[src/hw/mem_pkg.sv]
package mem_pkg;

    // *********************************************************************
    // widths
    // *********************************************************************
    localparam int xlen       = 64;
    localparam int inst_w     = 32;
    localparam int op_w       = 24;
    localparam int reg_id_w   = 5;
    localparam int strb_w     = 8;

    // local data ram, 2 KiB of doublewords
    localparam int mem_words  = 256;
    localparam int mem_addr_w = 8;

    // *********************************************************************
    // operation codes, flat enumeration from decode
    // *********************************************************************
    // loads
    localparam logic [op_w-1:0] op_lb    = 24'd11;
    localparam logic [op_w-1:0] op_lh    = 24'd12;
    localparam logic [op_w-1:0] op_lw    = 24'd13;
    localparam logic [op_w-1:0] op_lbu   = 24'd14;
    localparam logic [op_w-1:0] op_lhu   = 24'd15;
    localparam logic [op_w-1:0] op_lwu   = 24'd41;
    localparam logic [op_w-1:0] op_ld    = 24'd42;

    // stores
    localparam logic [op_w-1:0] op_sb    = 24'd16;
    localparam logic [op_w-1:0] op_sh    = 24'd17;
    localparam logic [op_w-1:0] op_sw    = 24'd18;
    localparam logic [op_w-1:0] op_sd    = 24'd43;

    // jumps, write back pc + 4
    localparam logic [op_w-1:0] op_jal   = 24'd4;
    localparam logic [op_w-1:0] op_jalr  = 24'h300;

    // csr ops, write back the second operand
    localparam logic [op_w-1:0] op_csrrw = 24'd49;
    localparam logic [op_w-1:0] op_csrrs = 24'd50;

    // codes returning the alu result
    localparam int alu_op_count = 38;
    localparam logic [op_w-1:0] alu_ops [alu_op_count] = '{
        24'h4000,  24'h5000,  24'h6000,  24'h7000,  24'h8000,
        24'h9000,  24'h10000, 24'h12000, 24'h13000, 24'h14000,
        24'h15000, 24'h16000, 24'h17000, 24'h18000, 24'h19000,
        24'h1a000, 24'h1b000, 24'h1d000, 24'h21000, 24'h22000,
        24'h24000, 24'h25000, 24'h26000, 24'h27000, 24'h28000,
        24'h29000, 24'h100,   24'h200,   24'h400,   24'h800,
        24'hc00,   24'd19,    24'd20,    24'd21,    24'd22,
        24'd23,    24'd24,    24'd47
    };

    // *********************************************************************
    // decode helpers
    // *********************************************************************
    function automatic logic is_alu_op(input logic [op_w-1:0] op);
        logic hit;
        hit = 1'b0;
        // linear search, small table
        for (int i = 0; i < alu_op_count; i++) begin
            if (op == alu_ops[i]) begin
                hit = 1'b1;
            end
        end
        return hit;
    endfunction

    function automatic logic is_load_op(input logic [op_w-1:0] op);
        logic hit;
        case (op)
            op_lb, op_lh, op_lw, op_lbu, op_lhu, op_lwu, op_ld: begin
                hit = 1'b1;
            end
            default: begin
                hit = 1'b0;
            end
        endcase
        return hit;
    endfunction

endpackage

[src/hw/load_extend.sv]
`timescale 1ns/1ns

module load_extend (
    input  logic [mem_pkg::op_w-1:0] opcode,
    input  logic [2:0]               offset,
    input  logic [mem_pkg::xlen-1:0] rdata,
    output logic [mem_pkg::xlen-1:0] load_value
);

    logic [5:0]               shamt;
    logic [mem_pkg::xlen-1:0] shifted;
    logic [7:0]               byte_sel;
    logic [15:0]              half_sel;
    logic [31:0]              word_sel;

    // move the addressed byte down to lane 0
    assign shamt    = {offset, 3'b000};
    assign shifted  = rdata >> shamt;
    assign byte_sel = shifted[7:0];
    // no halfword across the doubleword edge, same as the store side
    assign half_sel = (offset == 3'd7) ? 16'h0 : shifted[15:0];
    // upper or lower word by bit 2
    assign word_sel = offset[2] ? rdata[mem_pkg::xlen-1:32] : rdata[31:0];

    always_comb begin
        case (opcode)
            // signed kinds
            mem_pkg::op_lb: begin
                load_value = {{(mem_pkg::xlen-8){byte_sel[7]}}, byte_sel};
            end
            mem_pkg::op_lh: begin
                load_value = {{(mem_pkg::xlen-16){half_sel[15]}}, half_sel};
            end
            mem_pkg::op_lw: begin
                load_value = {{(mem_pkg::xlen-32){word_sel[31]}}, word_sel};
            end
            // unsigned kinds
            mem_pkg::op_lbu: begin
                load_value = {{(mem_pkg::xlen-8){1'b0}}, byte_sel};
            end
            mem_pkg::op_lhu: begin
                load_value = {{(mem_pkg::xlen-16){1'b0}}, half_sel};
            end
            mem_pkg::op_lwu: begin
                load_value = {{(mem_pkg::xlen-32){1'b0}}, word_sel};
            end
            mem_pkg::op_ld: begin
                load_value = rdata;
            end
            default: begin
                load_value = '0;
            end
        endcase
    end

endmodule

[config.mk]
export PLATFORM = sky130hd
export DESIGN_NAME = load_extend
export DESIGN_NICKNAME = d
export VERILOG_FILES = /design/src/hw/mem_pkg.sv /design/src/hw/load_extend.sv
export SDC_FILE = /design/constraint.sdc
export NUM_CORES = 1
export LEC_CHECK = 0
export ABC_AREA = 1
export BUFFER_PORTS_ARGS = -buffer_cell sky130_fd_sc_hd__buf_2
export CORE_MARGIN = 2
export CORE_UTILIZATION = 43
export DETAILED_ROUTE_END_ITERATION = 6
export GPL_ROUTABILITY_DRIVEN = 0
export GPL_TIMING_DRIVEN = 0
export PLACE_DENSITY = 0.76
export SETUP_SLACK_MARGIN = 0.3
export SLEW_MARGIN = 20
export SYNTH_ARGS = -nofsm -noshare
export SYNTH_HDL_FRONTEND = slang
export SYNTH_SLANG_ARGS = --single-unit
[constraint.sdc]
create_clock -name vclk -period 5
set_input_delay 1.25 -clock vclk [all_inputs]
set_output_delay 1.25 -clock vclk [all_outputs]
set_load 0.005 [all_outputs]
After elaboration in Yosys (flattened, before gate mapping)
Index checks and enable logic that the tools add are counted.
{"block": "word_totals", "ff_bits": 0, "elab_cells": 12, "out_inout_bits": 64}
{"block": "classes", "mux": 3, "n_eq_ne": 8, "shift": 1}
{"operator": "one-hot mux 64 bit (7 select lines)", "n": 1}
{"operator": "== test 24 x 4 -> 1 bit, second input constant", "n": 5}
{"operator": "right shift 64 x 6 -> 16 bit", "n": 1}
{"operator": "== test 24 x 6 -> 1 bit, second input constant", "n": 2}
{"operator": "two-way mux 32 bit", "n": 1}
{"operator": "two-way mux 16 bit", "n": 1}
{"operator": "== test 3 bit, second input constant", "n": 1}

Longest topological paths before layout
{"block": "depth", "ltp_word": 3, "mapped_depth": 11, "ltp_nobuf": 10}

Least setup slack after synthesis
OpenSTA, ideal clock, no wires.
{"block": "synth_path", "kind": "input-to-output", "start": "in opcode[23] in the netlist's numbering", "end": "out load_value[31] in the netlist's numbering", "path_stages": 8, "required_ns": 3.750, "path_slack_ns": 1.504, "arrival_time_ns": 2.246, "cell_sequence": "nor2_1 > nand2_2 > nor2_8 > nand2_4 > inv_2 > nand4_2 > buf_2 > nand3_2"}
{"block": "synth_via", "elab_chain_cells": 2, "word_cells_on_any_way": 8, "cone_classes": "eq/ne: 7; mux: 1"}
{"element": "from (decl)", "line_no": "load_extend.sv:4", "text": "input logic [mem_pkg::op_w-1:0] opcode,"}
{"element": "== test 24 x 6 -> 1 bit / == test 24 x 4 -> 1 bit (equally long branches)", "line_no": "load_extend.sv:26", "text": "case (opcode)"}
{"element": "one-hot mux 64 bit (7 select lines) (*)", "line_no": "load_extend.sv:26"}
{"element": "to (decl)", "line_no": "load_extend.sv:7", "text": "output logic [mem_pkg::xlen-1:0] load_value"}
Mark *: on every way between the ends. The rest lies on a longest branch, timed or not.

Worst setup path after layout
{"block": "layout_path", "start": "in opcode[15] in the netlist's numbering", "end": "out load_value[4] in the netlist's numbering"}
Same word-level chain as after synthesis.

==> out/qor.csv <==
metric;value;unit
status;completed;
worst-path-max-fanout;9;
critPathKind;input pin to primary output;
slew_headroom;53.9;%
place_area;0.00399;mm^2
place_ws;987;ps
syn-cell-area;0.00311;mm^2
regArea;0;um^2
antenna_found_initial;0;
port_buffers;152;
grt_max_degree;11;
tightestPinTransition;692;ps
drv_cap;0;
fin_setup_tns;0;ps
post-route-period-util;81.0;%
die_w;89.0;um
critPathLaunchType;input pin;
num_rows;30;
firstDrtPassIters;7;
drc_errors;0;
syn_inst;600;
comb_power_share;100.0;%
areaGrowthSynthToFinish;28.3;%
power_switching;0.000135;W
p_per_area;52.1;mW/mm^2
pin_count;155;
dp_hpwl;10700;um
leakagePower;2.63;nW
post-route-min-period;4050;ps
wire_per_inst;16.0;um
final_max_slew_viol_count;0;
multi_input_area;0.00255;mm^2
die-area;0.00792;mm^2
antenna_left;0;
fmax;247;MHz
initial_utilization;45.0;%
final_area;0.00399;mm^2
hold_viol;0;
grt_pass1_wl;21300;um
yosysWarnings;0;
seq_power_share;0;%
die_y;89.0;um
sw_frac_of_total;65.0;%
gr-usage-all-layers;33.5;%
yosysSeqAreaShare;0;%
cp.arrival;2800;ps
cts_hold_buf;0;
hold_path.class;input pin to primary output;
finish.utilization;57.8;%
rsz0062_at_grt;false;
grt_pass1_vias;4383;
grt-ovfl-total;0;
setup_viol;0;
crit_required;3750;ps
fill_cells;748;
nets;845;
core_area;0.00691;mm^2
syn_area_per_cell;5.18;um^2
drt_iter0_markers;660;
vias_per_cell;5.60;
synth_cell_types;28;
final.clkbuf_count;0;
cts_resized;0;
seq_cells;0;
cts_setup_buffers;0;
wirelength;13600;um
clkPwrFrac;0;%
critPathCaptureType;primary output;
peakVddDrop;0.0000236;V
fin_ws;950;ps
drive_gt1_share;32.4;%
p_int;0.0000728;W
n_antenna_cell;0;
vias;4748;
synth_fp_nets;691;
## layout make-up
| cell class | instances | area share, % |
|---|---|---|
| multi-input cells | 493 | 63.9 |
| repair buffers | 152 | 19.1 |
| plain buffers | 44 | 7.87 |
| inverters | 63 | 6.12 |
| well taps | 96 | 3.01 |
## metal layers
layer | GRT usage, % | vias up | wire length, um
met5 | 0 | - | 0
met4 | 9.91 | 0 | 485
met3 | 6.37 | 53 | 1910
met2 | 55.8 | 360 | 6140
met1 | 44.0 | 2052 | 5020
li1 | - | 2283 | -
## worst paths after layout
path	depth (start not counted)	to	slack, ps	startpoint
worst max-delay path	11	load_value[4]	950	opcode[15]
worst min-delay path	4	load_value[17]	2800	rdata[17]
## kinds of logic (layout without fill, tap and decap cells)
logic type / Yosys count / count (layout) / synth area share [%]
AND/OR/NAND/NOR: 382 / 382 / 62.2
buffers and inverters: 107 / 259 / 18.0
AO/OA/AOI/OAI: 111 / 111 / 19.9
## power groups by stage
stage / clock [W] / combinational, W / sequential, W
floorplan: 0 / 0.000115 / 0
global placement: 0 / 0.000197 / 0
detailed placement: 0 / 0.000200 / 0
CTS: 0 / 0.000201 / 0
global route: 0 / 0.000229 / 0
finish: 0 / 0.000208 / 0
## placed cells by master (no fill, tap or decap), drive strengths merged
cell,instances
or2,1
nand3,73
clkbuf,10
clkinv,1
nor2,38
nand4,21
inv,62
o211ai,22
nand2,232
o21a,3
buf,186
a21oi,27
nor3,17
o21ai,59
## cell usage after synthesis, types with 4 or more instances
cell / instances / share of area, %
buf_6: 8 / 2.9
inv_1: 56 / 6.8
nor3_1: 17 / 2.7
nand2_2: 7 / 1.4
nor2_4: 4 / 1.4
o21ai_0: 59 / 9.5
nand3_2: 31 / 10
nand2_1: 222 / 27
clkbuf_1: 10 / 1.2
o211ai_1: 22 / 5.3
nor2_1: 28 / 3.4
buf_4: 5 / 1.2
nand4_1: 19 / 3.8
a21oi_1: 27 / 4.3
nand3_1: 42 / 6.8
nor2_8: 5 / 3.2
buf_2: 17 / 2.7
## worst max-delay path: stages
cell	delay [ps]
buf_2	100
nor2_1	140
nand2_2	110
nor2_8	180
nand2_4	140
nor2_4	280
nand2_2	100
nand3_2	190
nand2_1	80
nand2_1	100
buf_2	120
## through the flow
| step | std cells | power, W | hold slack (ps) |
|---|---|---|---|
| 3_3_place_gp | 848 | 0.000197 | 2800 |
| 3_5_place_dp | 848 | 0.000200 | 2800 |
| 6_report | 848 | 0.000208 | 2800 |
| 2_1_floorplan | 600 | 0.000115 | 2610 |
| 4_1_cts | 848 | 0.000201 | 2800 |
| 5_1_grt | 848 | 0.000229 | 2820 |
No activity file was read; power rests on OpenSTA's default activity.
