==> src/hw/mem_pkg.sv <==
package mem_pkg;

    // *********************************************************************
    // widths
    // *********************************************************************
    localparam int xlen       = 64;
    localparam int inst_w     = 32;
    localparam int op_w       = 24;
    localparam int reg_id_w   = 5;
    localparam int strb_w     = 8;

    // local data ram, 2 KiB of doublewords
    localparam int mem_words  = 256;
    localparam int mem_addr_w = 8;

    // *********************************************************************
    // operation codes, flat enumeration from decode
    // *********************************************************************
    // loads
    localparam logic [op_w-1:0] op_lb    = 24'd11;
    localparam logic [op_w-1:0] op_lh    = 24'd12;
    localparam logic [op_w-1:0] op_lw    = 24'd13;
    localparam logic [op_w-1:0] op_lbu   = 24'd14;
    localparam logic [op_w-1:0] op_lhu   = 24'd15;
    localparam logic [op_w-1:0] op_lwu   = 24'd41;
    localparam logic [op_w-1:0] op_ld    = 24'd42;

    // stores
    localparam logic [op_w-1:0] op_sb    = 24'd16;
    localparam logic [op_w-1:0] op_sh    = 24'd17;
    localparam logic [op_w-1:0] op_sw    = 24'd18;
    localparam logic [op_w-1:0] op_sd    = 24'd43;

    // jumps, write back pc + 4
    localparam logic [op_w-1:0] op_jal   = 24'd4;
    localparam logic [op_w-1:0] op_jalr  = 24'h300;

    // csr ops, write back the second operand
    localparam logic [op_w-1:0] op_csrrw = 24'd49;
    localparam logic [op_w-1:0] op_csrrs = 24'd50;

    // codes returning the alu result
    localparam int alu_op_count = 38;
    localparam logic [op_w-1:0] alu_ops [alu_op_count] = '{
        24'h4000,  24'h5000,  24'h6000,  24'h7000,  24'h8000,
        24'h9000,  24'h10000, 24'h12000, 24'h13000, 24'h14000,
        24'h15000, 24'h16000, 24'h17000, 24'h18000, 24'h19000,
        24'h1a000, 24'h1b000, 24'h1d000, 24'h21000, 24'h22000,
        24'h24000, 24'h25000, 24'h26000, 24'h27000, 24'h28000,
        24'h29000, 24'h100,   24'h200,   24'h400,   24'h800,
        24'hc00,   24'd19,    24'd20,    24'd21,    24'd22,
        24'd23,    24'd24,    24'd47
    };

    // *********************************************************************
    // decode helpers
    // *********************************************************************
    function automatic logic is_alu_op(input logic [op_w-1:0] op);
        logic hit;
        hit = 1'b0;
        // linear search, small table
        for (int i = 0; i < alu_op_count; i++) begin
            if (op == alu_ops[i]) begin
                hit = 1'b1;
            end
        end
        return hit;
    endfunction

    function automatic logic is_load_op(input logic [op_w-1:0] op);
        logic hit;
        case (op)
            op_lb, op_lh, op_lw, op_lbu, op_lhu, op_lwu, op_ld: begin
                hit = 1'b1;
            end
            default: begin
                hit = 1'b0;
            end
        endcase
        return hit;
    endfunction

endpackage

==> src/hw/wb_select.sv <==
`timescale 1ns/1ns

module wb_select (
    input  logic [mem_pkg::op_w-1:0] opcode,
    input  logic [mem_pkg::xlen-1:0] alu_result,
    input  logic [mem_pkg::xlen-1:0] src2,
    input  logic [mem_pkg::xlen-1:0] pc,
    input  logic [mem_pkg::xlen-1:0] load_value,
    output logic                     wen,
    output logic [mem_pkg::xlen-1:0] value
);

    logic                     is_alu;
    logic                     is_load;
    logic                     is_link;
    logic                     is_csr;
    logic [mem_pkg::xlen-1:0] link_value;

    // op classes
    assign is_alu  = mem_pkg::is_alu_op(opcode);
    assign is_load = mem_pkg::is_load_op(opcode);
    assign is_link = (opcode == mem_pkg::op_jal) || (opcode == mem_pkg::op_jalr);
    assign is_csr  = (opcode == mem_pkg::op_csrrw) || (opcode == mem_pkg::op_csrrs);

    // return address for jal and jalr
    assign link_value = pc + {{(mem_pkg::xlen-3){1'b0}}, 3'b100};

    // stores, bubbles and unknown codes write nothing
    assign wen = is_alu | is_load | is_link | is_csr;

    // classes are disjoint, order does not matter
    always_comb begin
        if (is_alu) begin
            value = alu_result;
        end else if (is_load) begin
            value = load_value;
        end else if (is_link) begin
            value = link_value;
        end else if (is_csr) begin
            // csr old value comes in on the second operand
            value = src2;
        end else begin
            value = '0;
        end
    end

endmodule

==> config.mk <==
export PLATFORM = sky130hd
export DESIGN_NAME = wb_select
export DESIGN_NICKNAME = d
export VERILOG_FILES = /design/src/hw/mem_pkg.sv /design/src/hw/wb_select.sv
export SDC_FILE = /design/constraint.sdc
export NUM_CORES = 1
export LEC_CHECK = 0
export ABC_AREA = 1
export BUFFER_PORTS_ARGS = -buffer_cell sky130_fd_sc_hd__buf_2
export CORE_MARGIN = 2
export CORE_UTILIZATION = 25
export DETAILED_ROUTE_END_ITERATION = 7
export SLEW_MARGIN = 20
export SYNTH_ARGS = -nofsm -noshare
export SYNTH_HDL_FRONTEND = slang
export SYNTH_SLANG_ARGS = --single-unit
export TNS_END_PERCENT = 5
==> constraint.sdc <==
create_clock -name vclk -period 1.25
set_clock_uncertainty 0.05 [all_clocks]
set_input_delay 0.0625 -clock vclk [all_inputs]
set_output_delay 0.0625 -clock vclk [all_outputs]
set_load 0.01 [all_outputs]
After elaboration in Yosys (flattened, before gate mapping)
Cells that the tools add are included.
{ "word_totals": {"register_bits": 0, "output_inout_bits": 65, "elab_cells": 99} }
{ "op_classes": {"n_bitwise": 3, "reduce_logical": 3, "n_eq_ne": 49, "addsub": 1, "mux": 43} }
{ "op_table": {"columns": ["op", "n"], "rows": [
  ["$eq 24x17->1 const B", 12],
  ["$mux 64", 4],
  ["$eq 24x18->1 const B", 8],
  ["$eq 24x5->1 const B", 6],
  ["$eq 24x4->1 const B", 5],
  ["$eq 24x6->1 const B", 5],
  ["$eq 24x15->1 const B", 4],
  ["$add 64x3->64 const B", 1],
  ["$eq 24x10->1 const B", 2],
  ["$eq 24x12->1 const B", 2],
  ["$eq 24x16->1 const B", 2],
  ["$mux 1", 39],
  ["$eq 24x11->1 const B", 1],
  ["$eq 24x3->1 const B", 1],
  ["$eq 24x9->1 const B", 1],
  ["$reduce_or 7->1", 1],
  ["$or 1x1->1", 3],
  ["$logic_or 1x1->1", 2]
]} }

Longest topological paths before layout
Gate-level depths: netlist of run 1.
{ "logic_depth": {"word_depth": 42, "ltp_mapped": 14} }

Worst setup path before layout of run 1
No wires, ideal clock.
{ "synth_path": {"path_kind": "input-to-output", "startpoint": "input opcode[19] in the netlist's numbering", "endpoint": "output value[0] in the netlist's numbering", "path_buffers": 1, "cell_stages": 10, "arrival_time_ps": 1247, "path_slack_ps": -109, "cell_sequence": "nor2_1 nand2_1 nor2_2 nand3_4 nor2_4 nand2_2 buf_2 nand3_1 nand2_1 a21oi_1"} }
{ "synth_via": {"elab_chain_len": 40} }
{ "synth_rtl": {"columns": ["item", "line_no", "source"], "rows": [
  ["start: declaration", "wb_select.sv:4", "input logic [mem_pkg::op_w-1:0] opcode,"],
  ["$eq 24x15->1", "mem_pkg.sv:63", "if (op == alu_ops[i]) begin"],
  ["$mux 1 (38 in a row)", "mem_pkg.sv:63", null],
  ["$mux 64 (*)", "wb_select.sv:33", "if (is_alu) begin"],
  ["end: declaration", "wb_select.sv:10", "output logic [mem_pkg::xlen-1:0] value"]
]} }
Every way passes the cells marked *; elsewhere a longest branch is shown, timed or not.

Worst setup path after layout of run 1
{ "layout_path": {"startpoint": "input opcode[23] in the netlist's numbering", "endpoint": "output value[63] in the netlist's numbering"} }
Same word-level chain as after synthesis.

==> impl_metrics.tcl, run 1 <==
set metrics [dict create \
    seq_area_um2 0 \
    grt_setup_unrepaired "true" \
    clockBufferCount 0 \
    yosysTopAreaCellShare 0.3425 \
    core_area_mm2 0.01802 \
    worstSetupStartpoint "opcode[23]" \
    netlist_area_mm2 0.004614 \
    setup_violations 65 \
    fillers 1960 \
    layout_common_cells "nand2_1, buf_2, buf_4" \
    hold_violations 0 \
    routedWlPerCell_um 15.21 \
    antenna_found_initial 4 \
    ir_drop_mv 0.08678 \
    nets 1811 \
    p_per_area_mw_per_mm2 133.8 \
    dp.cells 1740 \
    outcome "finished with violations" \
    gr-total-overflow 0 \
    grt_pass1_wl_mm 40.04 \
    max-slew-margin-rel 0.7765 \
    fin_hold_ws_ns 0.3525 \
    synthTopCellsByArea "nand2_1, nor2_1, nand3_1" \
    use_met1 0.3114 \
    synth_cell_types 34 \
    grt_util_met3 0.02891 \
    placed_cell_area_mm2 0.008029 \
    grt_use_total 0.2533 \
    whs_path_depth 4 \
    via_per_inst 4.698 \
    ctsHoldBuffers 0 \
    worst_slack_ns -0.5957 \
    worstPathCellList "buf_2 > nor2_4 > nand2_2 > nor2_4 > nand3_4 > buf_12 > nor2_4 > buf_12 > nand2_8 > buf_12 > buf_6 > nor2_2 > nor2_1 > nand2_1 > nand2_1 > buf_2" \
    grt.busiest_layer "met2" \
    dp_hpwl_mm 22.02 \
    drt_wl_total_mm 26.78 \
    place_congestion 0.9620 \
    ios 345 \
    fmax_mhz 541.8 \
    cpPeakStageDelay_ns 0.16 \
    slew_viol_final 0 \
    fin_area_mm2 0.008845 \
    start_kind "primary input" \
    synthCells 1026 \
    timing.final.crit_period_ns 1.846 \
    final_cells 1760 \
    vias 8268 \
    hold_path_end "value[38]" \
    worst_pin_slew_ns 0.3353 \
    final_common_cell "nand2_1" \
    die_area_mm2 0.01956 \
    ys_warn_count 0 \
    final_layout_size_suffix_gt1_frac 0.4562 \
    min_from "alu_result[38]" \
    arrival_ns 1.73 \
    drt_first_pass_iters 5 \
    rows 49 \
    violations "setup timing" \
    synth_fp_nets 1307 \
    synth.largest_area_cell "nand2_1" \
    worstSetupEndpointType "primary output" \
    initial_core_util 0.2560 \
    grt_start_max_net_pins 51 \
    hold_class "in2out" \
    met2_usage 0.4691 \
    postRouteAntennaNets 0 \
    die_y_um 139.9 \
    seq_cells 0 \
    crit_required_ns 1.14 \
    p_leak_nw 4.949 \
    port_buffers 345 \
    period_share 1.477 \
    synth-seq-area-share 0 \
    syn_avg_cell_area_um2 4.497 \
    grt_pass1_vias 7969 \
    setup.worst_path.class "in2out" \
    fin_util 0.4907 \
    drt-initial-drc-count 449 \
    drc 0 \
    syn_to_final_growth_pct 91.68 \
    cp_slowest_cell "buf_12" \
    cp_max_fo 6 \
    fp.dieW_um 139.9 \
    maxCapViolCount 0 \
]
==> final cells by class <==
| type | count | area [µm²] | share of cell area |
|---|---|---|---|
| diodes | 3 | 7.507 | 0.0008488 |
| inverters | 84 | 320.3 | 0.03621 |
| well taps | 229 | 286.5 | 0.03239 |
| multi-input cells | 899 | 4556 | 0.5151 |
| repair buffers | 545 | 3675 | 0.4155 |
==> worst max path at each step <==
stage,endpoint
finish,value[63]
global placement,value[63]
detailed placement,value[63]
CTS,value[3]
global route,value[63]
floorplan,value[10]
==> report_power, final <==
part           internal (mW)  switching (mW)   total (mW)  leakage [nW]
sequential                 0               0            0             0
combinational          0.647           0.536         1.18          4.95
clock            0.000000321               0  0.000000321     0.0000190
==> logic make-up (layout without fill, tap and decap cells) <==
logic type               after synthesis  count (layout)  share of synthesized area
XOR/XNOR                              13              13                    0.02467
buffers and inverters                128             629                     0.1288
AND/OR/NAND/NOR                      835             836                     0.7720
AO/OA/AOI/OAI                         49              49                    0.07185
other                                  0               3                          0
adder cells (fa/ha/maj)                1               1                   0.002711
==> synthesized netlist by cell type, types with 2 or more instances <==
cell type and n:
a22oi_1 20, or2_2 5, buf_4 16, nand3_1 136
o21bai_1 10, nand4_1 25, nand3_2 2, a21o_1 2
and2_1 3, buf_6 4, nand3b_1 6, nor2_4 7
clkbuf_1 4, o21ai_0 3, xnor2_1 3, inv_2 5
nor3_1 11, xor2_1 10, nor2_1 196, a21oi_1 11
buf_2 19, inv_1 79, nor2_2 11, nand2_1 421
or2_0 5, nand2_2 4
==> per-layer routing <==
metal,vias to the layer above,wire length [µm]
met3,28,1744
met5,-,0
met4,0,652
met2,329,13240
li1,4272,-
met1,3639,11140
==> metrics by stage <==
step                worst slack, ns  power [mW]  setup TNS, ns
floorplan                  -0.05174      0.2606         -2.829
global route                -0.7266       1.298         -41.66
detailed placement          -0.6551       1.099         -38.28
finish                      -0.5957       1.183         -33.78
global placement            -0.6438       1.090         -36.55
CTS                         -0.5660       1.146         -33.36
==> critical path, delay by kind of cell <==
kind,cells,cell delay [ns]
buf+inv,6,0.78
simple gates,10,0.87
==> what timing repair did <==
item	in CTS	in global routing
pin swaps	26	17
cloned	6	2
buffers inserted	6	3
gates resized for setup	92	50
setup endpoints to repair	65	65
No activity file was read; power rests on OpenSTA's default activity.
==> run 2: changes to the inputs <==
- CORE_MARGIN: 2 -> default
- PLACE_DENSITY_LB_ADDON: default -> 0.12
==> run 2 against run 1 <==
The flow still finishes with violations (setup timing). Total power is 3.7% higher. Count of clock-buffer cells in the layout stayed put. Setup slack better by 0.070 ns. Non-clock buffer count is 13 higher. Cell area is 6.4% higher. Fmax is 3.9% higher. Global-route usage is 0.14 points higher. Flip-flop and latch count stayed put. Via count is 1.2% higher. Critical path type unchanged.
==> impl_metrics.tcl, run 2 (same netlist as run 1, synthesis figures left out) <==
set metrics [dict create \
    arrival_ns 1.66 \
    die_area_mm2 0.01901 \
    dp_worst_setup_slack_ns -0.7268 \
    hold_path_end "value[9]" \
    nets 1823 \
    grt_use_total 0.2548 \
    final_layout_size_suffix_gt1_frac 0.4981 \
    layout_common_cells "nand2_1, buf_2, buf_4" \
    p_per_area_mw_per_mm2 130.4 \
    via_per_inst 4.724 \
    dp_hpwl_mm 22.17 \
    fmax_mhz 563.2 \
    drt_first_pass_iters 8 \
    timing.final.crit_period_ns 1.776 \
    core_area_mm2 0.01802 \
    syn_to_final_growth_pct 103.9 \
    hold_violations 0 \
    rows 49 \
    gr-total-overflow 0 \
    period_share 1.421 \
    cp_max_fo 8 \
    grt_start_max_net_pins 43 \
    setup_violations 65 \
    worst_slack_ns -0.5257 \
    initial_core_util 0.2560 \
    fp.dieW_um 137.9 \
    worst_pin_slew_ns 0.3585 \
    min_from "alu_result[9]" \
    vias 8366 \
    place_congestion 0.8916 \
    fin_util 0.5219 \
    antenna_found_initial 3 \
    drt-initial-drc-count 432 \
    fin_hold_ws_ns 0.3489 \
    grt_setup_unrepaired "true" \
    slew_viol_final 0 \
    clockBufferCount 0 \
    hold_class "in2out" \
    crit_required_ns 1.14 \
    fin_area_mm2 0.009407 \
    seq_area_um2 0 \
    drt_wl_total_mm 28.55 \
    routedWlPerCell_um 16.12 \
    whs_path_depth 4 \
    finalPower_mw 1.227 \
    outcome "finished with violations" \
    fillers 1968 \
    p_leak_nw 5.156 \
    ios 345 \
    seq_cells 0 \
    final_common_cell "nand2_1" \
    setup.worst_path.class "in2out" \
    final_cells 1771 \
    drc 0 \
    maxCapViolCount 0 \
    fin_tns_setup_ns -30.91 \
    die_y_um 137.9 \
    dp.cells 1736 \
    port_buffers 345 \
    max-slew-margin-rel 0.7610 \
    violations "setup timing" \
    ctsHoldBuffers 0 \
    placed_cell_area_mm2 0.008036 \
    worstSetupEndpointType "primary output" \
    postRouteAntennaNets 0 \
    grt_pass1_vias 7195 \
    grt_pass1_wl_mm 37.18 \
    ir_drop_mv 0.1098 \
    start_kind "primary input" \
]
-- run 2: critical path, cell delays in order --
cell,delay [ns]
buf_6,0.10
nor2_4,0.12
buf_6,0.10
nand3_1,0.08
nor2_1,0.14
nand3_1,0.09
nor2_1,0.14
nand2_2,0.10
nand2_8,0.16
buf_12,0.16
clkbuf_16,0.15
nand2_1,0.07
nand2_2,0.06
buf_2,0.12
-- run 2: where the power goes --
part,switching (mW),internal (mW)
combinational,0.562,0.665
clock,0,0.000000214
sequential,0,0
total,0.562,0.665
-- run 2: what timing repair did --
action / CTS / global route
pin swaps: 27 / 30
gates resized for setup: 96 / 133
endpoints found under the setup margin: 65 / 65
buffers inserted: 5 / 16
gates cloned: 2 / 10
-- run 2: per-layer routing --
metal | share of wire | GRT usage | up-vias | wire length [µm]
met3 | 0.068 | 0.03545 | 36 | 1953
met2 | 0.50 | 0.4794 | 327 | 14160
met5 | 0 | 0 | - | 0
li1 | - | - | 4292 | -
met4 | 0.022 | 0.04348 | 0 | 620
met1 | 0.41 | 0.3059 | 3711 | 11810
-- run 2: area by class of cell --
class / instances / area, µm² / share of cell area
diodes: 2 / 5.005 / 0.0005321
inverters: 84 / 325.3 / 0.03458
multi-input cells: 898 / 4791 / 0.5093
well taps: 229 / 286.5 / 0.03046
repair buffers: 558 / 3999 / 0.4251
-- run 2: worst max path at each step --
stage	depth (start not counted)	slack, ns	end	start
6_report	14	-0.53	value[39]	opcode[18]
5_1_grt	15	-0.67	value[40]	pc[2]
4_1_cts	15	-0.52	value[62]	pc[3]
3_5_place_dp	15	-0.73	value[38]	pc[2]
3_3_place_gp	15	-0.70	value[38]	pc[2]
2_1_floorplan	11	-0.05	value[10]	opcode[21]
==> run 3: changes to the inputs <==
- CAP_MARGIN: default -> 5
- CELL_PAD_IN_SITES_DETAIL_PLACEMENT: default -> 1
- CELL_PAD_IN_SITES_GLOBAL_PLACEMENT: default -> 2
- CORE_UTILIZATION: 25 -> 15
==> run 3 against run 2 <==
The run still ends with setup timing left. Critical endpoint is now value[10]. Critical path type unchanged. Via count increased by 2.4%. Count of clock-buffer cells in the layout did not move. Non-clock buffer count grew 36.
==> impl_metrics.tcl, run 3 (same netlist as run 1, synthesis figures left out) <==
set metrics [dict create \
    setup.worst_path.class "in2out" \
    cpPeakStageDelay_ns 0.20 \
    seq_cells 0 \
    crit_required_ns 1.14 \
    slew_viol_final 0 \
    antenna_found_initial 4 \
    ctsHoldBuffers 0 \
    fmax_mhz 566.2 \
    start_kind "primary input" \
    fp.dieW_um 177.4 \
    initial_core_util 0.1541 \
    hold_violations 0 \
    routedWlPerCell_um 17.61 \
    period_share 1.413 \
    fillers 4014 \
    grt_pass1_vias 8767 \
    cp_top_family "simple AND/OR/NAND/NOR gates" \
    maxCapViolCount 0 \
    port_buffers 345 \
    max-slew-margin-rel 0.8056 \
    worst_pin_slew_ns 0.2894 \
    rows 63 \
    timing.final.crit_period_ns 1.766 \
    use_met1 0.2464 \
    final_layout_size_suffix_gt1_frac 0.5374 \
    clockBufferCount 0 \
    cp_slowest_cell "nor2_4" \
    seq_area_um2 0 \
    postRouteAntennaNets 0 \
    dp_worst_setup_slack_ns -0.7382 \
    dp.cells 1933 \
    via_per_inst 4.354 \
    arrival_ns 1.65 \
    p_per_area_mw_per_mm2 130.2 \
    worstSetupEndpointType "primary output" \
    dp_hpwl_mm 28.11 \
    die_y_um 177.4 \
    grt_start_max_net_pins 32 \
    drc 0 \
    grt_use_total 0.2034 \
    core_area_mm2 0.02995 \
    drt-initial-drc-count 280 \
    whs_path_depth 4 \
    gr-total-overflow 0 \
    grt.busiest_layer "met2" \
    grt_pass1_wl_mm 49.39 \
    min_from "alu_result[47]" \
    die_area_mm2 0.03147 \
    placed_cell_area_mm2 0.008558 \
    syn_to_final_growth_pct 118.7 \
    hold_class "in2out" \
    violations "setup timing" \
    p_leak_nw 5.386 \
    worstPathBufferInverterCount 4 \
    cp_max_fo 13 \
    final_common_cell "nand2_1" \
    outcome "finished with violations" \
    place_congestion 0.8096 \
    layout_common_cells "nand2_1, buf_2, buf_4" \
    fin_area_mm2 0.01009 \
    multi_input_area_mm2 0.004936 \
    vias 8568 \
    grt_util_met3 0.02614 \
    worstPathCellList "buf_2 > nor2_4 > nand2_2 > nor2_4 > nand3_4 > nor2_4 > nand2_8 > buf_12 > buf_12 > nor2_1 > nor2_1 > nand2_2 > nand2_2 > buf_6" \
    worst_slack_ns -0.5163 \
    ios 345 \
    final_cells 1968 \
    nets 1859 \
    finalPower_mw 1.314 \
    grt_setup_unrepaired "true" \
    hold_path_end "value[47]" \
    drt_wl_total_mm 34.65 \
    met2_usage 0.3905 \
    setup_violations 65 \
    ir_drop_mv 0.05244 \
    drt_first_pass_iters 4 \
]
run 3: cell count changes in the layout (fill, tap and decap cells not counted), sizes merged:
cell,change
inv,-1
clkbuf,-3
clkinv,+1
buf,+39
run 3: how the worst max path moves through the flow:
stage / start / end / slack [ns] / cells past startpoint
floorplan: opcode[21] / value[10] / -0.05 / 11
global placement: pc[2] / value[38] / -0.74 / 14
detailed placement: pc[2] / value[28] / -0.74 / 13
CTS: opcode[14] / value[1] / -0.55 / 16
global route: pc[16] / value[62] / -0.66 / 14
finish: opcode[20] / value[10] / -0.52 / 14
run 3: worst min-delay path, cell delays in order:
cell and delay (ns):
buf_2 0.07, nand2_1 0.04, nand2_1 0.05, buf_2 0.12
run 3: final cells by class:
type	count	area share
tap	390	0.04835
timing repair buffer	594	0.4299
multi-input combinational	898	0.4890
antenna	2	0.0004958
inverter	84	0.03223
run 3: routing by layer:
metal	vias to the layer above	part of all wire
li1	4360	-
met1	3938	0.41
met2	243	0.52
met3	21	0.057
met4	6	0.010
met5	-	0.00095
run 3: timing repair:
item	in CTS	in global routing
resized for setup	170	96
hold endpoints to repair	0	0
setup endpoints to repair	65	65
cloned	7	7
buffers inserted	6	15
pin swaps	45	34
run 3: metrics by stage:
stage	TNS [ns]	hold slack (ns)	util
finish	-30.60	0.3552	0.3370
global route	-38.90	0.3656	0.3369
CTS	-32.60	0.3559	0.3163
detailed placement	-40.14	0.3569	0.2857
global placement	-39.41	0.3557	0.2857
floorplan	-2.829	0.1878	-
run 3: report_power, final:
| group | total (mW) | switching (mW) | internal [mW] |
|---|---|---|---|
| Sequential | 0 | 0 | 0 |
| Combinational | 1.31 | 0.602 | 0.713 |
| Clock | 0.000000215 | 0 | 0.000000215 |
