### src/hw/mem_pkg.sv
package mem_pkg;

    // *********************************************************************
    // widths
    // *********************************************************************
    localparam int xlen       = 64;
    localparam int inst_w     = 32;
    localparam int op_w       = 24;
    localparam int reg_id_w   = 5;
    localparam int strb_w     = 8;

    // local data ram, 2 KiB of doublewords
    localparam int mem_words  = 256;
    localparam int mem_addr_w = 8;

    // *********************************************************************
    // operation codes, flat enumeration from decode
    // *********************************************************************
    // loads
    localparam logic [op_w-1:0] op_lb    = 24'd11;
    localparam logic [op_w-1:0] op_lh    = 24'd12;
    localparam logic [op_w-1:0] op_lw    = 24'd13;
    localparam logic [op_w-1:0] op_lbu   = 24'd14;
    localparam logic [op_w-1:0] op_lhu   = 24'd15;
    localparam logic [op_w-1:0] op_lwu   = 24'd41;
    localparam logic [op_w-1:0] op_ld    = 24'd42;

    // stores
    localparam logic [op_w-1:0] op_sb    = 24'd16;
    localparam logic [op_w-1:0] op_sh    = 24'd17;
    localparam logic [op_w-1:0] op_sw    = 24'd18;
    localparam logic [op_w-1:0] op_sd    = 24'd43;

    // jumps, write back pc + 4
    localparam logic [op_w-1:0] op_jal   = 24'd4;
    localparam logic [op_w-1:0] op_jalr  = 24'h300;

    // csr ops, write back the second operand
    localparam logic [op_w-1:0] op_csrrw = 24'd49;
    localparam logic [op_w-1:0] op_csrrs = 24'd50;

    // codes returning the alu result
    localparam int alu_op_count = 38;
    localparam logic [op_w-1:0] alu_ops [alu_op_count] = '{
        24'h4000,  24'h5000,  24'h6000,  24'h7000,  24'h8000,
        24'h9000,  24'h10000, 24'h12000, 24'h13000, 24'h14000,
        24'h15000, 24'h16000, 24'h17000, 24'h18000, 24'h19000,
        24'h1a000, 24'h1b000, 24'h1d000, 24'h21000, 24'h22000,
        24'h24000, 24'h25000, 24'h26000, 24'h27000, 24'h28000,
        24'h29000, 24'h100,   24'h200,   24'h400,   24'h800,
        24'hc00,   24'd19,    24'd20,    24'd21,    24'd22,
        24'd23,    24'd24,    24'd47
    };

    // *********************************************************************
    // decode helpers
    // *********************************************************************
    function automatic logic is_alu_op(input logic [op_w-1:0] op);
        logic hit;
        hit = 1'b0;
        // linear search, small table
        for (int i = 0; i < alu_op_count; i++) begin
            if (op == alu_ops[i]) begin
                hit = 1'b1;
            end
        end
        return hit;
    endfunction

    function automatic logic is_load_op(input logic [op_w-1:0] op);
        logic hit;
        case (op)
            op_lb, op_lh, op_lw, op_lbu, op_lhu, op_lwu, op_ld: begin
                hit = 1'b1;
            end
            default: begin
                hit = 1'b0;
            end
        endcase
        return hit;
    endfunction

endpackage

### src/hw/store_align.sv
`timescale 1ns/1ns

module store_align (
    input  logic [mem_pkg::op_w-1:0]   opcode,
    input  logic [mem_pkg::xlen-1:0]   addr,
    input  logic [mem_pkg::xlen-1:0]   src2,
    output logic [mem_pkg::xlen-1:0]   wdata,
    output logic [mem_pkg::strb_w-1:0] wstrb
);

    logic [2:0]                  off;
    logic [5:0]                  shamt;
    logic [mem_pkg::xlen-1:0]    byte_data;
    logic [mem_pkg::xlen-1:0]    half_data;
    logic [mem_pkg::xlen-1:0]    word_data;
    logic [mem_pkg::strb_w-1:0]  byte_strb;
    logic [mem_pkg::strb_w-1:0]  half_strb;
    logic [mem_pkg::strb_w-1:0]  word_strb;

    // byte offset inside the doubleword
    assign off   = addr[2:0];
    assign shamt = {off, 3'b000};

    // byte lane
    assign byte_data = {{(mem_pkg::xlen-8){1'b0}}, src2[7:0]} << shamt;
    assign byte_strb = {{(mem_pkg::strb_w-1){1'b0}}, 1'b1} << off;

    // halfword lanes, offset 7 would cross into the next doubleword
    // so it is dropped with an empty mask
    assign half_data = (off == 3'd7) ? '0 :
                       {{(mem_pkg::xlen-16){1'b0}}, src2[15:0]} << shamt;
    assign half_strb = (off == 3'd7) ? '0 :
                       {{(mem_pkg::strb_w-2){1'b0}}, 2'b11} << off;

    // word goes to upper or lower half by addr bit 2
    assign word_data = addr[2] ? {src2[31:0], 32'b0} : {32'b0, src2[31:0]};
    assign word_strb = addr[2] ?
                       {{(mem_pkg::strb_w/2){1'b1}}, {(mem_pkg::strb_w/2){1'b0}}} :
                       {{(mem_pkg::strb_w/2){1'b0}}, {(mem_pkg::strb_w/2){1'b1}}};

    always_comb begin
        case (opcode)
            mem_pkg::op_sb: begin
                wdata = byte_data;
                wstrb = byte_strb;
            end
            mem_pkg::op_sh: begin
                wdata = half_data;
                wstrb = half_strb;
            end
            mem_pkg::op_sw: begin
                wdata = word_data;
                wstrb = word_strb;
            end
            mem_pkg::op_sd: begin
                wdata = src2;
                wstrb = '1;
            end
            // not a store, nothing written
            default: begin
                wdata = '0;
                wstrb = '0;
            end
        endcase
    end

endmodule

### config.mk
export PLATFORM = sky130hd
export DESIGN_NAME = store_align
export DESIGN_NICKNAME = d
export VERILOG_FILES = /design/src/hw/mem_pkg.sv /design/src/hw/store_align.sv
export SDC_FILE = /design/constraint.sdc
export NUM_CORES = 1
export LEC_CHECK = 0
export BUFFER_PORTS_ARGS = -buffer_cell sky130_fd_sc_hd__buf_2
export CELL_PAD_IN_SITES_DETAIL_PLACEMENT = 0
export CELL_PAD_IN_SITES_GLOBAL_PLACEMENT = 1
export CORE_MARGIN = 1
export CORE_UTILIZATION = 25
export DETAILED_ROUTE_END_ITERATION = 16
export PLACE_DENSITY = 0.95
export SYNTH_ARGS = -nofsm -noshare
export SYNTH_HDL_FRONTEND = slang
export SYNTH_SLANG_ARGS = --single-unit
### constraint.sdc
create_clock -name vclk -period 4.45
set_clock_uncertainty 0.15 [all_clocks]
set_input_delay 0.89 -clock vclk [all_inputs]
set_output_delay 0.89 -clock vclk [all_outputs]
set_load 0.005 [all_outputs]
======== Yosys cells after proc, flatten, opt, wreduce, memory -nomap -nowiden ========
Index checks and enable logic that the tools add are counted.
operators by class
  shift operators ......................... 4
  eq/ne operators ......................... 5
  muxes and demuxes ....................... 6
operator list
  cell                                                                     count
  64-bit one-hot mux with 4 select lines                                   1
  64-bit two-way mux                                                       2
  24-bit by 5-bit equality test with 1-bit output (second input constant)  3
  16-bit by 6-bit << shifter with 64-bit output                            1
  8-bit by 6-bit << shifter with 64-bit output                             1
  8-bit one-hot mux with 4 select lines                                    1
  24-bit by 6-bit equality test with 1-bit output (second input constant)  1
  8-bit two-way mux                                                        2
  1-bit by 3-bit << shifter with 8-bit output (first input constant)       1
  2-bit by 3-bit << shifter with 8-bit output (first input constant)       1
  3-bit equality test (second input constant)                              1
word-level totals
  register bits ........................... 0
  output and inout port bits .............. 72
  logic and storage cells ................. 15

======== Depth between registers and ports, before layout ========
Gate-level depths: netlist (run 1).
  depth after elaboration ................. 3
  mapped depth ............................ 7

======== Least setup slack after synthesis (run 1) ========
No wires, ideal clock.
  kind .................................... input to output
  start point ............................. input port opcode[7] (netlist bit)
  end point ............................... output port wdata[24] (netlist bit)
  stages on the path ...................... 5
  buffers on the path ..................... 2
  arrival ................................. 2146 ps
  path slack .............................. 1264 ps
  path through ............................ or3_1 buf_2 nor3b_4 buf_6 a32o_1
on the way
  word-level cells in the longest chain between the ends .. 2
ends and longest elaborated chain
  item                                                                                                                RTL line           text
  start: declaration                                                                                                  store_align.sv:4   input logic [mem_pkg::op_w-1:0] opcode,
  24-bit by 6-bit equality test with 1-bit output or 24-bit by 5-bit equality test with 1-bit output (tied branches)  store_align.sv:42  case (opcode)
  64-bit one-hot mux with 4 select lines *                                                                            store_align.sv:42
  end: declaration                                                                                                    store_align.sv:7   output logic [mem_pkg::xlen-1:0] wdata,
Mark *: on every way between the ends. The rest lies on a longest branch, timed or not.

======== Final worst setup path (run 1) ========
  start point ............................. input port addr[0] (netlist bit)
  end point ............................... output port wdata[41] (netlist bit)
on the way
  word-level cells in the longest chain between the ends .. 3
ends and longest elaborated chain
  item                                                                                  RTL line                              text
  start: declaration                                                                    store_align.sv:5                      input logic [mem_pkg::xlen-1:0] addr,
  16-bit by 6-bit << shifter with 64-bit output or 3-bit equality test (tied branches)  store_align.sv:31, store_align.sv:30
  64-bit two-way mux                                                                    store_align.sv:30                     assign half_data = (off == 3'd7) ? '0 :
  64-bit one-hot mux with 4 select lines *                                              store_align.sv:42
Marks and branches as above.

==> out/qor.yml, run 1 <==
global_route:
  antenna_found_initial: 0
  grt_max_degree: 33
  globalRouteOverflowTotal: 0
  track_usage: 0.2036
  grt_pass1_wl_microns: 14510
  grt_pass1_vias: 2844
cells_and_area:
  seq_area_sq_um: 0
  final_cell_area_sq_um: 2970
  syn2layout_area_growth_pct: 39.73
  diodes: 0
  nets: 579
  numSequentialCells: 0
  final.fill_count: 879
  final_layout_size_suffix_gt1_frac: 0.4513
  layout.clock_buffers: 0
sta:
  timing_hold_violations_final: 0
  slew_headroom: 0.4445
  final-setup-viol-count: 0
  maxSlewViolCount: 0
  totalNegativeSetupSlack_ps: 0
  period_share: 0.8698
  worst_slew_pin_slew_ps: 831.1
  finalWorstPathRequiredPeriod_ps: 3871
  setup_repair_after_global_routing_missed_its_margin: "false"
  clock.fmax_ghz: 0.2584
critical_path:
  timing.critical_path.slowest_cell_delay_ps: 580
  critical-path-slowest-cell: "a211oi_2"
  worstSetupStartpointType: "primary input"
  cp_data_arrival_time_ps: 2830
  path_cells: "buf_2 -> ha_1 -> inv_1 -> nand4_1 -> a211oi_2 -> o2bb2ai_1 -> buf_2"
  worstSetupEndpointType: "primary output"
  worst-setup-path-type: "in -> out"
  req_time_crit_path_ps: 3410
  cp_common_cell: "buf_2"
  critical_path.max_fanout: 32
yosys:
  yosys_warn_count: 0
  synthCells: 286
  mappedNetlistNets: 442
  syn_area_sq_um: 2126
  synth.avg_cell_area_sq_um: 7.433
  ys_types: 55
  synth_sequential_area_ratio: 0
routing:
  detail_route.vias_per_cell: 5.962
  dr_total_vias: 3136
  final_ant_viol_nets: 0
  routedWlPerCell_microns: 18.46
  drt_pre_antenna_iters: 5
  detail_route.drc_violations: 0
  number_of_violations_reported_at_the_end_of_detailed_routing_iteration_0: 206
  detail_route.wirelength_microns: 9708
placement:
  place.detailed.hpwl_microns: 7503
  post_place_cell_area_sq_um: 2970
  buffer_ports.inserted: 163
  finalWeightedCongestion: 0.8578
floorplan:
  die_width_microns: 94.21
  core.rowCount: 33
  core_sq_um: 8217
  ios: 224
  fp.dieH_microns: 94.21
  die_area_sq_um: 8876
  initial_cell_density_of_the_core: 0.2587
clocking:
  cts.hold.buffers_added: 0
  post_cts_resize_count: 0
  postCtsSetupRepairBufs: 0
hold_path:
  hold_crit_path_type: "in -> out"
flow_run:
  maxCapViolCount: 0
pwr:
  max-vdd-ir-drop_mv: 0.02653
  leakage_uw: 0.001337
  power_per_cell_area_nw_per_um2: 52.49
status:
  outcome: "finished, final reports clean"
[report_power, final]
| part | leakage, uW | internal (uW) | total, uW | switching (uW) |
|---|---|---|---|---|
| Clock | 0 | 0 | 0 | 0 |
| Sequential | 0 | 0 | 0 | 0 |
| Combinational | 0.00134 | 61.5 | 156 | 94.4 |
| Total | 0.00134 | 61.5 | 156 | 94.4 |
[cell type report]
cell class         count  area [sq um]  share of cell area
inverters              6         22.52            0.007582
multi-input cells    244          1928              0.6491
well taps            105         131.4             0.04423
repair buffers       171         888.4              0.2991
[cell usage in the layout (no fill, tap or decap), types with 2 or more instances in the layout]
cell type / n
o2bb2ai_1: 20
and2_1: 10
nor2b_1: 6
nand4_1: 2
nor4b_2: 2
nor3_1: 4
nand3b_1: 2
nor2_1: 9
nor4_4: 4
o22ai_1: 2
a21o_1: 4
a31o_1: 2
nand3_1: 2
buf_2: 163
nand2_1: 17
o32a_1: 7
o32ai_1: 2
buf_4: 7
a32oi_1: 2
nand2b_1: 2
o21ai_0: 11
inv_1: 6
a32o_1: 16
o211ai_1: 3
o21ai_1: 2
a22o_1: 29
a211oi_2: 4
a21oi_1: 17
ha_1: 4
a22oi_1: 37
[per-layer routing]
layer	vias to the layer above	share of wire	global-route usage
met4	0	0.0060	0.02564
met3	8	0.088	0.01294
met1	1472	0.44	0.2780
met2	191	0.47	0.3551
met5	-	0	0
li1	1465	-	-
[worst max-delay path: cells and delay by family]
family	cells	cell delay (ps)
buf+inv	3	620
fa+ha+maj	1	380
compound gates	2	780
simple gates	1	150
[synthesized netlist by cell type, types with 2 or more instances]
library cell | n | area (sq um)
buf_2 | 11 | 55.05
o22ai_1 | 2 | 12.51
buf_4 | 3 | 22.52
clkbuf_1 | 11 | 41.29
a21o_1 | 4 | 30.03
a32o_1 | 16 | 160.2
ha_1 | 4 | 50.05
inv_1 | 6 | 22.52
nand2_1 | 17 | 63.81
a22o_1 | 29 | 254.0
nand3_1 | 2 | 10.01
and2_1 | 10 | 62.56
a21oi_1 | 17 | 85.08
nand4_1 | 2 | 12.51
o21ai_1 | 2 | 10.01
a31o_1 | 2 | 17.52
buf_6 | 2 | 22.52
o32a_1 | 7 | 70.07
nand2b_1 | 2 | 12.51
a211oi_2 | 4 | 50.05
o32ai_1 | 2 | 17.52
o21ai_0 | 11 | 55.05
nor2b_1 | 6 | 37.54
nand3b_1 | 2 | 15.01
o2bb2ai_1 | 20 | 175.2
nor4b_2 | 2 | 30.03
nor4_4 | 4 | 85.08
buf_1 | 9 | 33.78
a32oi_1 | 2 | 17.52
nor2_1 | 9 | 33.78
nor3_1 | 4 | 20.02
a22oi_1 | 37 | 277.8
o211ai_1 | 3 | 22.52
[worst paths after layout]
kind	from	to	slack, ps	depth (start not counted)
hold / removal	src2[55]	wdata[55]	1900	3
setup / recovery	addr[0]	wdata[41]	580	7
[metrics by stage]
| stage | util | cells | hold slack [ps] | setup WS, ps | total power (uW) |
|---|---|---|---|---|---|
| 6_report | 0.3615 | 526 | 1904 | 579.4 | 155.9 |
| 5_1_grt | 0.3615 | 526 | 1912 | 442.9 | 169.0 |
| 4_1_cts | 0.3615 | 526 | 1905 | 574.6 | 154.2 |
| 3_5_place_dp | 0.3615 | 526 | 1902 | 580.8 | 153.4 |
| 3_3_place_gp | 0.3615 | 526 | 1904 | 626.6 | 150.3 |
| 2_1_floorplan | - | 286 | 1726 | 1264 | 77.68 |
[logic make-up (layout without fill, tap and decap cells)]
kind of cell / count (synthesis) / count (layout) / synth area share
AOI/OAI and AO/OA: 165 / 165 / 0.6233
and+or+nand+nor: 75 / 75 / 0.2602
buffers and inverters: 42 / 177 / 0.09299
adders and majority gates: 4 / 4 / 0.02354
No activity file was read; power rests on OpenSTA's default activity.
==> inputs of run 2 (changes only) <==
ABC_AREA = 1   (was unset)
CORE_UTILIZATION = 29   (was 25)
==> run 2 against run 1 <==
Via count is 74% higher. Critical path depth rose by 4. Synthesized area up 74%. Design area rose by 52%. Die area increased by 48%. Global-route usage rose by 1.0 points. Cell count grew 120%. Worst setup slack better by 84 ps. Total power rose by 31%. Synthesized cell count grew to 3.0 times the previous value. Count of clock-buffer cells in the layout unchanged. Flip-flop and latch count unchanged.
==> out/qor.yml, run 2 <==
critical_path:
  cp_data_arrival_time_ps: 2750
  path_buf_inv: 4
  worstSetupStartpointType: "primary input"
  cp-startpoint: "opcode[12]"
  req_time_crit_path_ps: 3410
  worst_setup_path_endpoint: "wstrb[4]"
  worstSetupEndpointType: "primary output"
  path_cells: "buf_2 -> inv_1 -> nand2_1 -> nor2_1 -> nand2_2 -> nor2_8 -> and2_2 -> buf_4 -> nand3_1 -> nand3_1 -> buf_2"
  critical_path.max_fanout: 22
  crit_family: "simple AND/OR/NAND/NOR gates"
  timing.critical_path.slowest_cell_delay_ps: 480
  critical-path-slowest-cell: "and2_2"
  total_stage_count_of_the_critical_path: 11
  worst-setup-path-type: "in -> out"
status:
  outcome: "finished, final reports clean"
sta:
  timing_hold_violations_final: 0
  clock.fmax_ghz: 0.2641
  slew_headroom: 0.6469
  final-setup-viol-count: 0
  setup_repair_after_global_routing_missed_its_margin: "false"
  period_share: 0.8510
  final.setup.worst_slack_ps: 663.1
  totalNegativeSetupSlack_ps: 0
  maxSlewViolCount: 0
  finalWorstPathRequiredPeriod_ps: 3787
  worst_slew_pin_slew_ps: 529.7
yosys:
  post-synth-top-area-fraction: 0.2706
  syn_area_sq_um: 3690
  synth_sequential_area_ratio: 0
  most_frequent_cells_after_synthesis: "nor2_1 (266), nand2_1 (231), nand3_1 (113)"
  ys_types: 26
  synthCells: 851
  synth_area_leader_cell: "nor2_1"
  yosys.cell_count.top_type: "nor2_1"
  mappedNetlistNets: 1007
  synth.area.top_cells: "nor2_1 (27%), nand2_1 (23%), nand3_1 (15%), inv_1 (10%), nor3_1 (4.3%)"
  synth.avg_cell_area_sq_um: 4.336
  yosys_warn_count: 0
routing:
  detail_route.wirelength_microns: 14540
  number_of_violations_reported_at_the_end_of_detailed_routing_iteration_0: 659
  routedWlPerCell_microns: 12.72
  final_ant_viol_nets: 0
  drt_pre_antenna_iters: 6
  detail_route.drc_violations: 0
  dr_total_vias: 5446
  detail_route.vias_per_cell: 4.765
hold_path:
  hold_crit_path_type: "in -> out"
clocking:
  postCtsSetupRepairBufs: 0
  post_cts_resize_count: 0
  cts.hold.buffers_added: 0
floorplan:
  core_sq_um: 12210
  fp.dieH_microns: 114.8
  initial_cell_density_of_the_core: 0.3022
  ios: 224
  die_area_sq_um: 13180
  core.rowCount: 40
  die_width_microns: 114.8
global_route:
  grt_pass1_vias: 4570
  grt_max_degree: 52
  grt_pass1_wl_microns: 22980
  antenna_found_initial: 1
  globalRouteOverflowTotal: 0
  track_usage: 0.2138
pwr:
  power_per_cell_area_nw_per_um2: 45.22
  max-vdd-ir-drop_mv: 0.03005
  leakage_uw: 0.002694
cells_and_area:
  most_frequent_cells_in_the_layout: "nor2_1 (266), nand2_1 (230), buf_2 (163), nand3_1 (113), inv_1 (98)"
  nets: 1132
  syn2layout_area_growth_pct: 22.04
  seq_area_sq_um: 0
  final_layout_size_suffix_gt1_frac: 0.2012
  numSequentialCells: 0
  layout.cells.most_common: "nor2_1"
  layout.clock_buffers: 0
placement:
  place.detailed.hpwl_microns: 10950
  finalWeightedCongestion: 0.8673
  dp_worst_setup_slack_ps: 688.5
  buffer_ports.inserted: 163
flow_run:
  maxCapViolCount: 0
-- run 2: cell count changes in the layout (fill, tap and decap cells not counted), moves of 9 or more --
cell,change
and2_1,-9
inv_1,+92
nand2_1,+213
o2bb2ai_1,-20
nor2_1,+257
a22oi_1,-37
nor3_1,+28
o21a_1,+10
o21ai_0,-10
a32o_1,-16
a22o_1,-29
nand3_1,+111
-- run 2: kinds of logic after synthesis --
kind of cell	after synthesis	share of synthesized area
adders and majority gates	4	0.01356
buffers and inverters	156	0.1967
AOI/OAI and AO/OA	30	0.05019
and+or+nand+nor	661	0.7396
-- run 2: power breakdown --
part           internal, uW  switching (uW)
Combinational          66.3             137
Sequential                0               0
Clock             0.0000300               0
Total                  66.3             137
-- run 2: stage by stage --
step                power (uW)    util  std cells  area, sq um  hold WS (ps)
floorplan                117.3       -        851         3690          1795
global placement         197.8  0.3685       1142         4501          2030
detailed placement       200.3  0.3685       1142         4501          2027
CTS                      201.4  0.3685       1142         4501          2030
global route             228.4  0.3685       1142         4501          2053
finish                   203.6  0.3688       1143         4503          2020
-- run 2: area by class of cell --
| class | count | area (sq um) |
|---|---|---|
| inverter | 104 | 390.4 |
| antenna | 1 | 2.502 |
| fill | 1506 | 7709 |
| timing repair buffer | 175 | 930.9 |
| multi-input combinational | 695 | 2969 |
| tap | 168 | 210.2 |
-- run 2: how the worst min path moves through the flow --
stage,from,to,slack [ps],cells after the start
3_3_place_gp,src2[44],wdata[44],2030,6
5_1_grt,src2[55],wdata[55],2050,6
4_1_cts,src2[44],wdata[44],2030,6
2_1_floorplan,addr[1],wstrb[1],1800,3
6_report,src2[46],wdata[46],2020,6
3_5_place_dp,src2[44],wdata[44],2030,6
-- run 2: layer usage --
metal	up-vias	global-route usage	wire length (microns)
li1	2840	-	-
met1	2342	0.3057	6647
met2	243	0.3499	6523
met3	21	0.02636	1183
met4	0	0.02944	184
met5	-	0	0
==> inputs of run 3 (changes only) <==
CORE_UTILIZATION = 24   (was 29)
PLACE_DENSITY = 0.87   (was 0.95)
clock period = 3.2 ns   (was 4.45 ns; I/O delays follow)
==> run 3 against run 2 <==
Via count up 0.88%. Largest cell class unchanged. Highest routed layer unchanged. Critical path depth unchanged. Hold slack worse by 490 ps. Cell count up 1.7%. Utilization down 5.9 points.
==> out/qor.yml, run 3 (synthesized netlist as in run 2, its figures left out) <==
status:
  outcome: "finished, final reports clean"
hold_path:
  hold_end: "wdata[43]"
  hold_crit_path_type: "in -> out"
  min-delay-start: "src2[43]"
  holdPathStages: 6
clocking:
  cts.hold.buffers_added: 0
  post_cts_resize_count: 0
  postCtsSetupRepairBufs: 0
routing:
  detail_route.vias_per_cell: 4.728
  dr_total_vias: 5494
  drt_pre_antenna_iters: 5
  number_of_violations_reported_at_the_end_of_detailed_routing_iteration_0: 433
  detail_route.drc_violations: 0
  detail_route.wirelength_microns: 15240
  routedWlPerCell_microns: 13.12
  final_ant_viol_nets: 0
cells_and_area:
  multi_input_area_sq_um: 2969
  layout.clock_buffers: 0
  final_layout_size_suffix_gt1_frac: 0.2045
  syn2layout_area_growth_pct: 23.67
  final.fill_count: 1838
  nets: 1136
  finish.cell_count_without_fillers: 1162
  numSequentialCells: 0
  diodes: 0
  seq_area_sq_um: 0
  layout.cells.most_common: "nor2_1"
  most_frequent_cells_in_the_layout: "nor2_1 (266), nand2_1 (230), buf_2 (163), nand3_1 (113), inv_1 (98)"
sta:
  setup_repair_after_global_routing_missed_its_margin: "false"
  final.setup.worst_slack_ps: 166.5
  timing_hold_violations_final: 0
  finalWorstPathRequiredPeriod_ps: 3034
  period_share: 0.9480
  slew_headroom: 0.6727
  totalNegativeSetupSlack_ps: 0
  final-setup-viol-count: 0
  clock.fmax_ghz: 0.3296
  worst_slew_pin_slew_ps: 490.9
  maxSlewViolCount: 0
placement:
  finalWeightedCongestion: 0.8548
  placed_cells: 1162
  dp_worst_setup_slack_ps: 187.0
  place.detailed.hpwl_microns: 11600
  buffer_ports.inserted: 163
pwr:
  combPwrFrac: 1.000
  power.total_uw: 287.7
  p_clk_frac: 0
  intPower_uw: 96.26
  max-vdd-ir-drop_mv: 0.03875
  seq_power_share: 0
  switching_power_share_of_the_total: 0.6654
  leakage_uw: 0.002715
  net_sw_power_uw: 191.5
  power_per_cell_area_nw_per_um2: 63.06
critical_path:
  timing.critical_path.slowest_cell_delay_ps: 270
  req_time_crit_path_ps: 2410
  worst-setup-path-type: "in -> out"
  path_cells: "buf_2 -> inv_1 -> nand2_1 -> nor2_1 -> nand2_2 -> nor2_8 -> and2_2 -> buf_12 -> nand3_1 -> nand3_1 -> buf_2"
  critical_path.max_fanout: 60
  worstSetupStartpointType: "primary input"
  cp-startpoint: "opcode[12]"
  critical-path-slowest-cell: "nor2_8"
  worstSetupEndpointType: "primary output"
  path_buf_inv: 4
  cp_data_arrival_time_ps: 2240
  crit_family: "simple AND/OR/NAND/NOR gates"
floorplan:
  die_area_sq_um: 15870
  core_sq_um: 14750
  initial_cell_density_of_the_core: 0.2501
  fp.dieH_microns: 126.0
  ios: 224
  core.rowCount: 44
  die_width_microns: 126.0
global_route:
  antenna_found_initial: 0
  grt_max_degree: 61
  grt_pass1_wl_microns: 24140
  globalRouteOverflowTotal: 0
  track_usage: 0.1830
  grt_pass1_vias: 4743
flow_run:
  maxCapViolCount: 0
[run 3: worst max-delay path by stage]
| stage | end | slack [ps] | cells past startpoint |
|---|---|---|---|
| after global routing | wdata[47] | 6 | 8 |
| final | wdata[34] | 170 | 11 |
| after CTS | wdata[57] | 180 | 11 |
| after global placement | wdata[47] | 170 | 8 |
| after floorplan | wstrb[4] | 710 | 8 |
| after detailed placement | wdata[57] | 190 | 11 |
[run 3: power groups by stage]
stage / Combinational (uW) / Clock, uW / Sequential (uW)
2_1_floorplan: 163 / 0 / 0
3_3_place_gp: 280 / 0 / 0
3_5_place_dp: 284 / 0 / 0
4_1_cts: 286 / 0 / 0
5_1_grt: 323 / 0 / 0
6_report: 288 / 0 / 0
[run 3: per-stage QoR]
| stage | utilization | area, sq um | hold WS (ps) |
|---|---|---|---|
| 6_report | 0.3093 | 4563 | 1533 |
| 5_1_grt | 0.3093 | 4563 | 1575 |
| 4_1_cts | 0.3093 | 4563 | 1536 |
| 3_5_place_dp | 0.3093 | 4563 | 1535 |
| 3_3_place_gp | 0.3093 | 4563 | 1534 |
| 2_1_floorplan | - | 3690 | 1295 |
[run 3: tightest hold or removal path, stage by stage]
cell	delay [ps]
buf_2	70
inv_1	30
nor2_1	80
nor2_1	50
nand3_1	60
buf_2	110
[run 3: final cells by class]
| type | count | area share |
|---|---|---|
| inverter | 104 | 0.08555 |
| tap | 184 | 0.05045 |
| multi-input combinational | 695 | 0.6507 |
| timing repair buffer | 179 | 0.2133 |
[run 3: metal layers]
layer,GRT usage,share of wire
met5,0,0
met4,0.03402,0.019
met3,0.02549,0.075
met2,0.3006,0.45
met1,0.2546,0.45
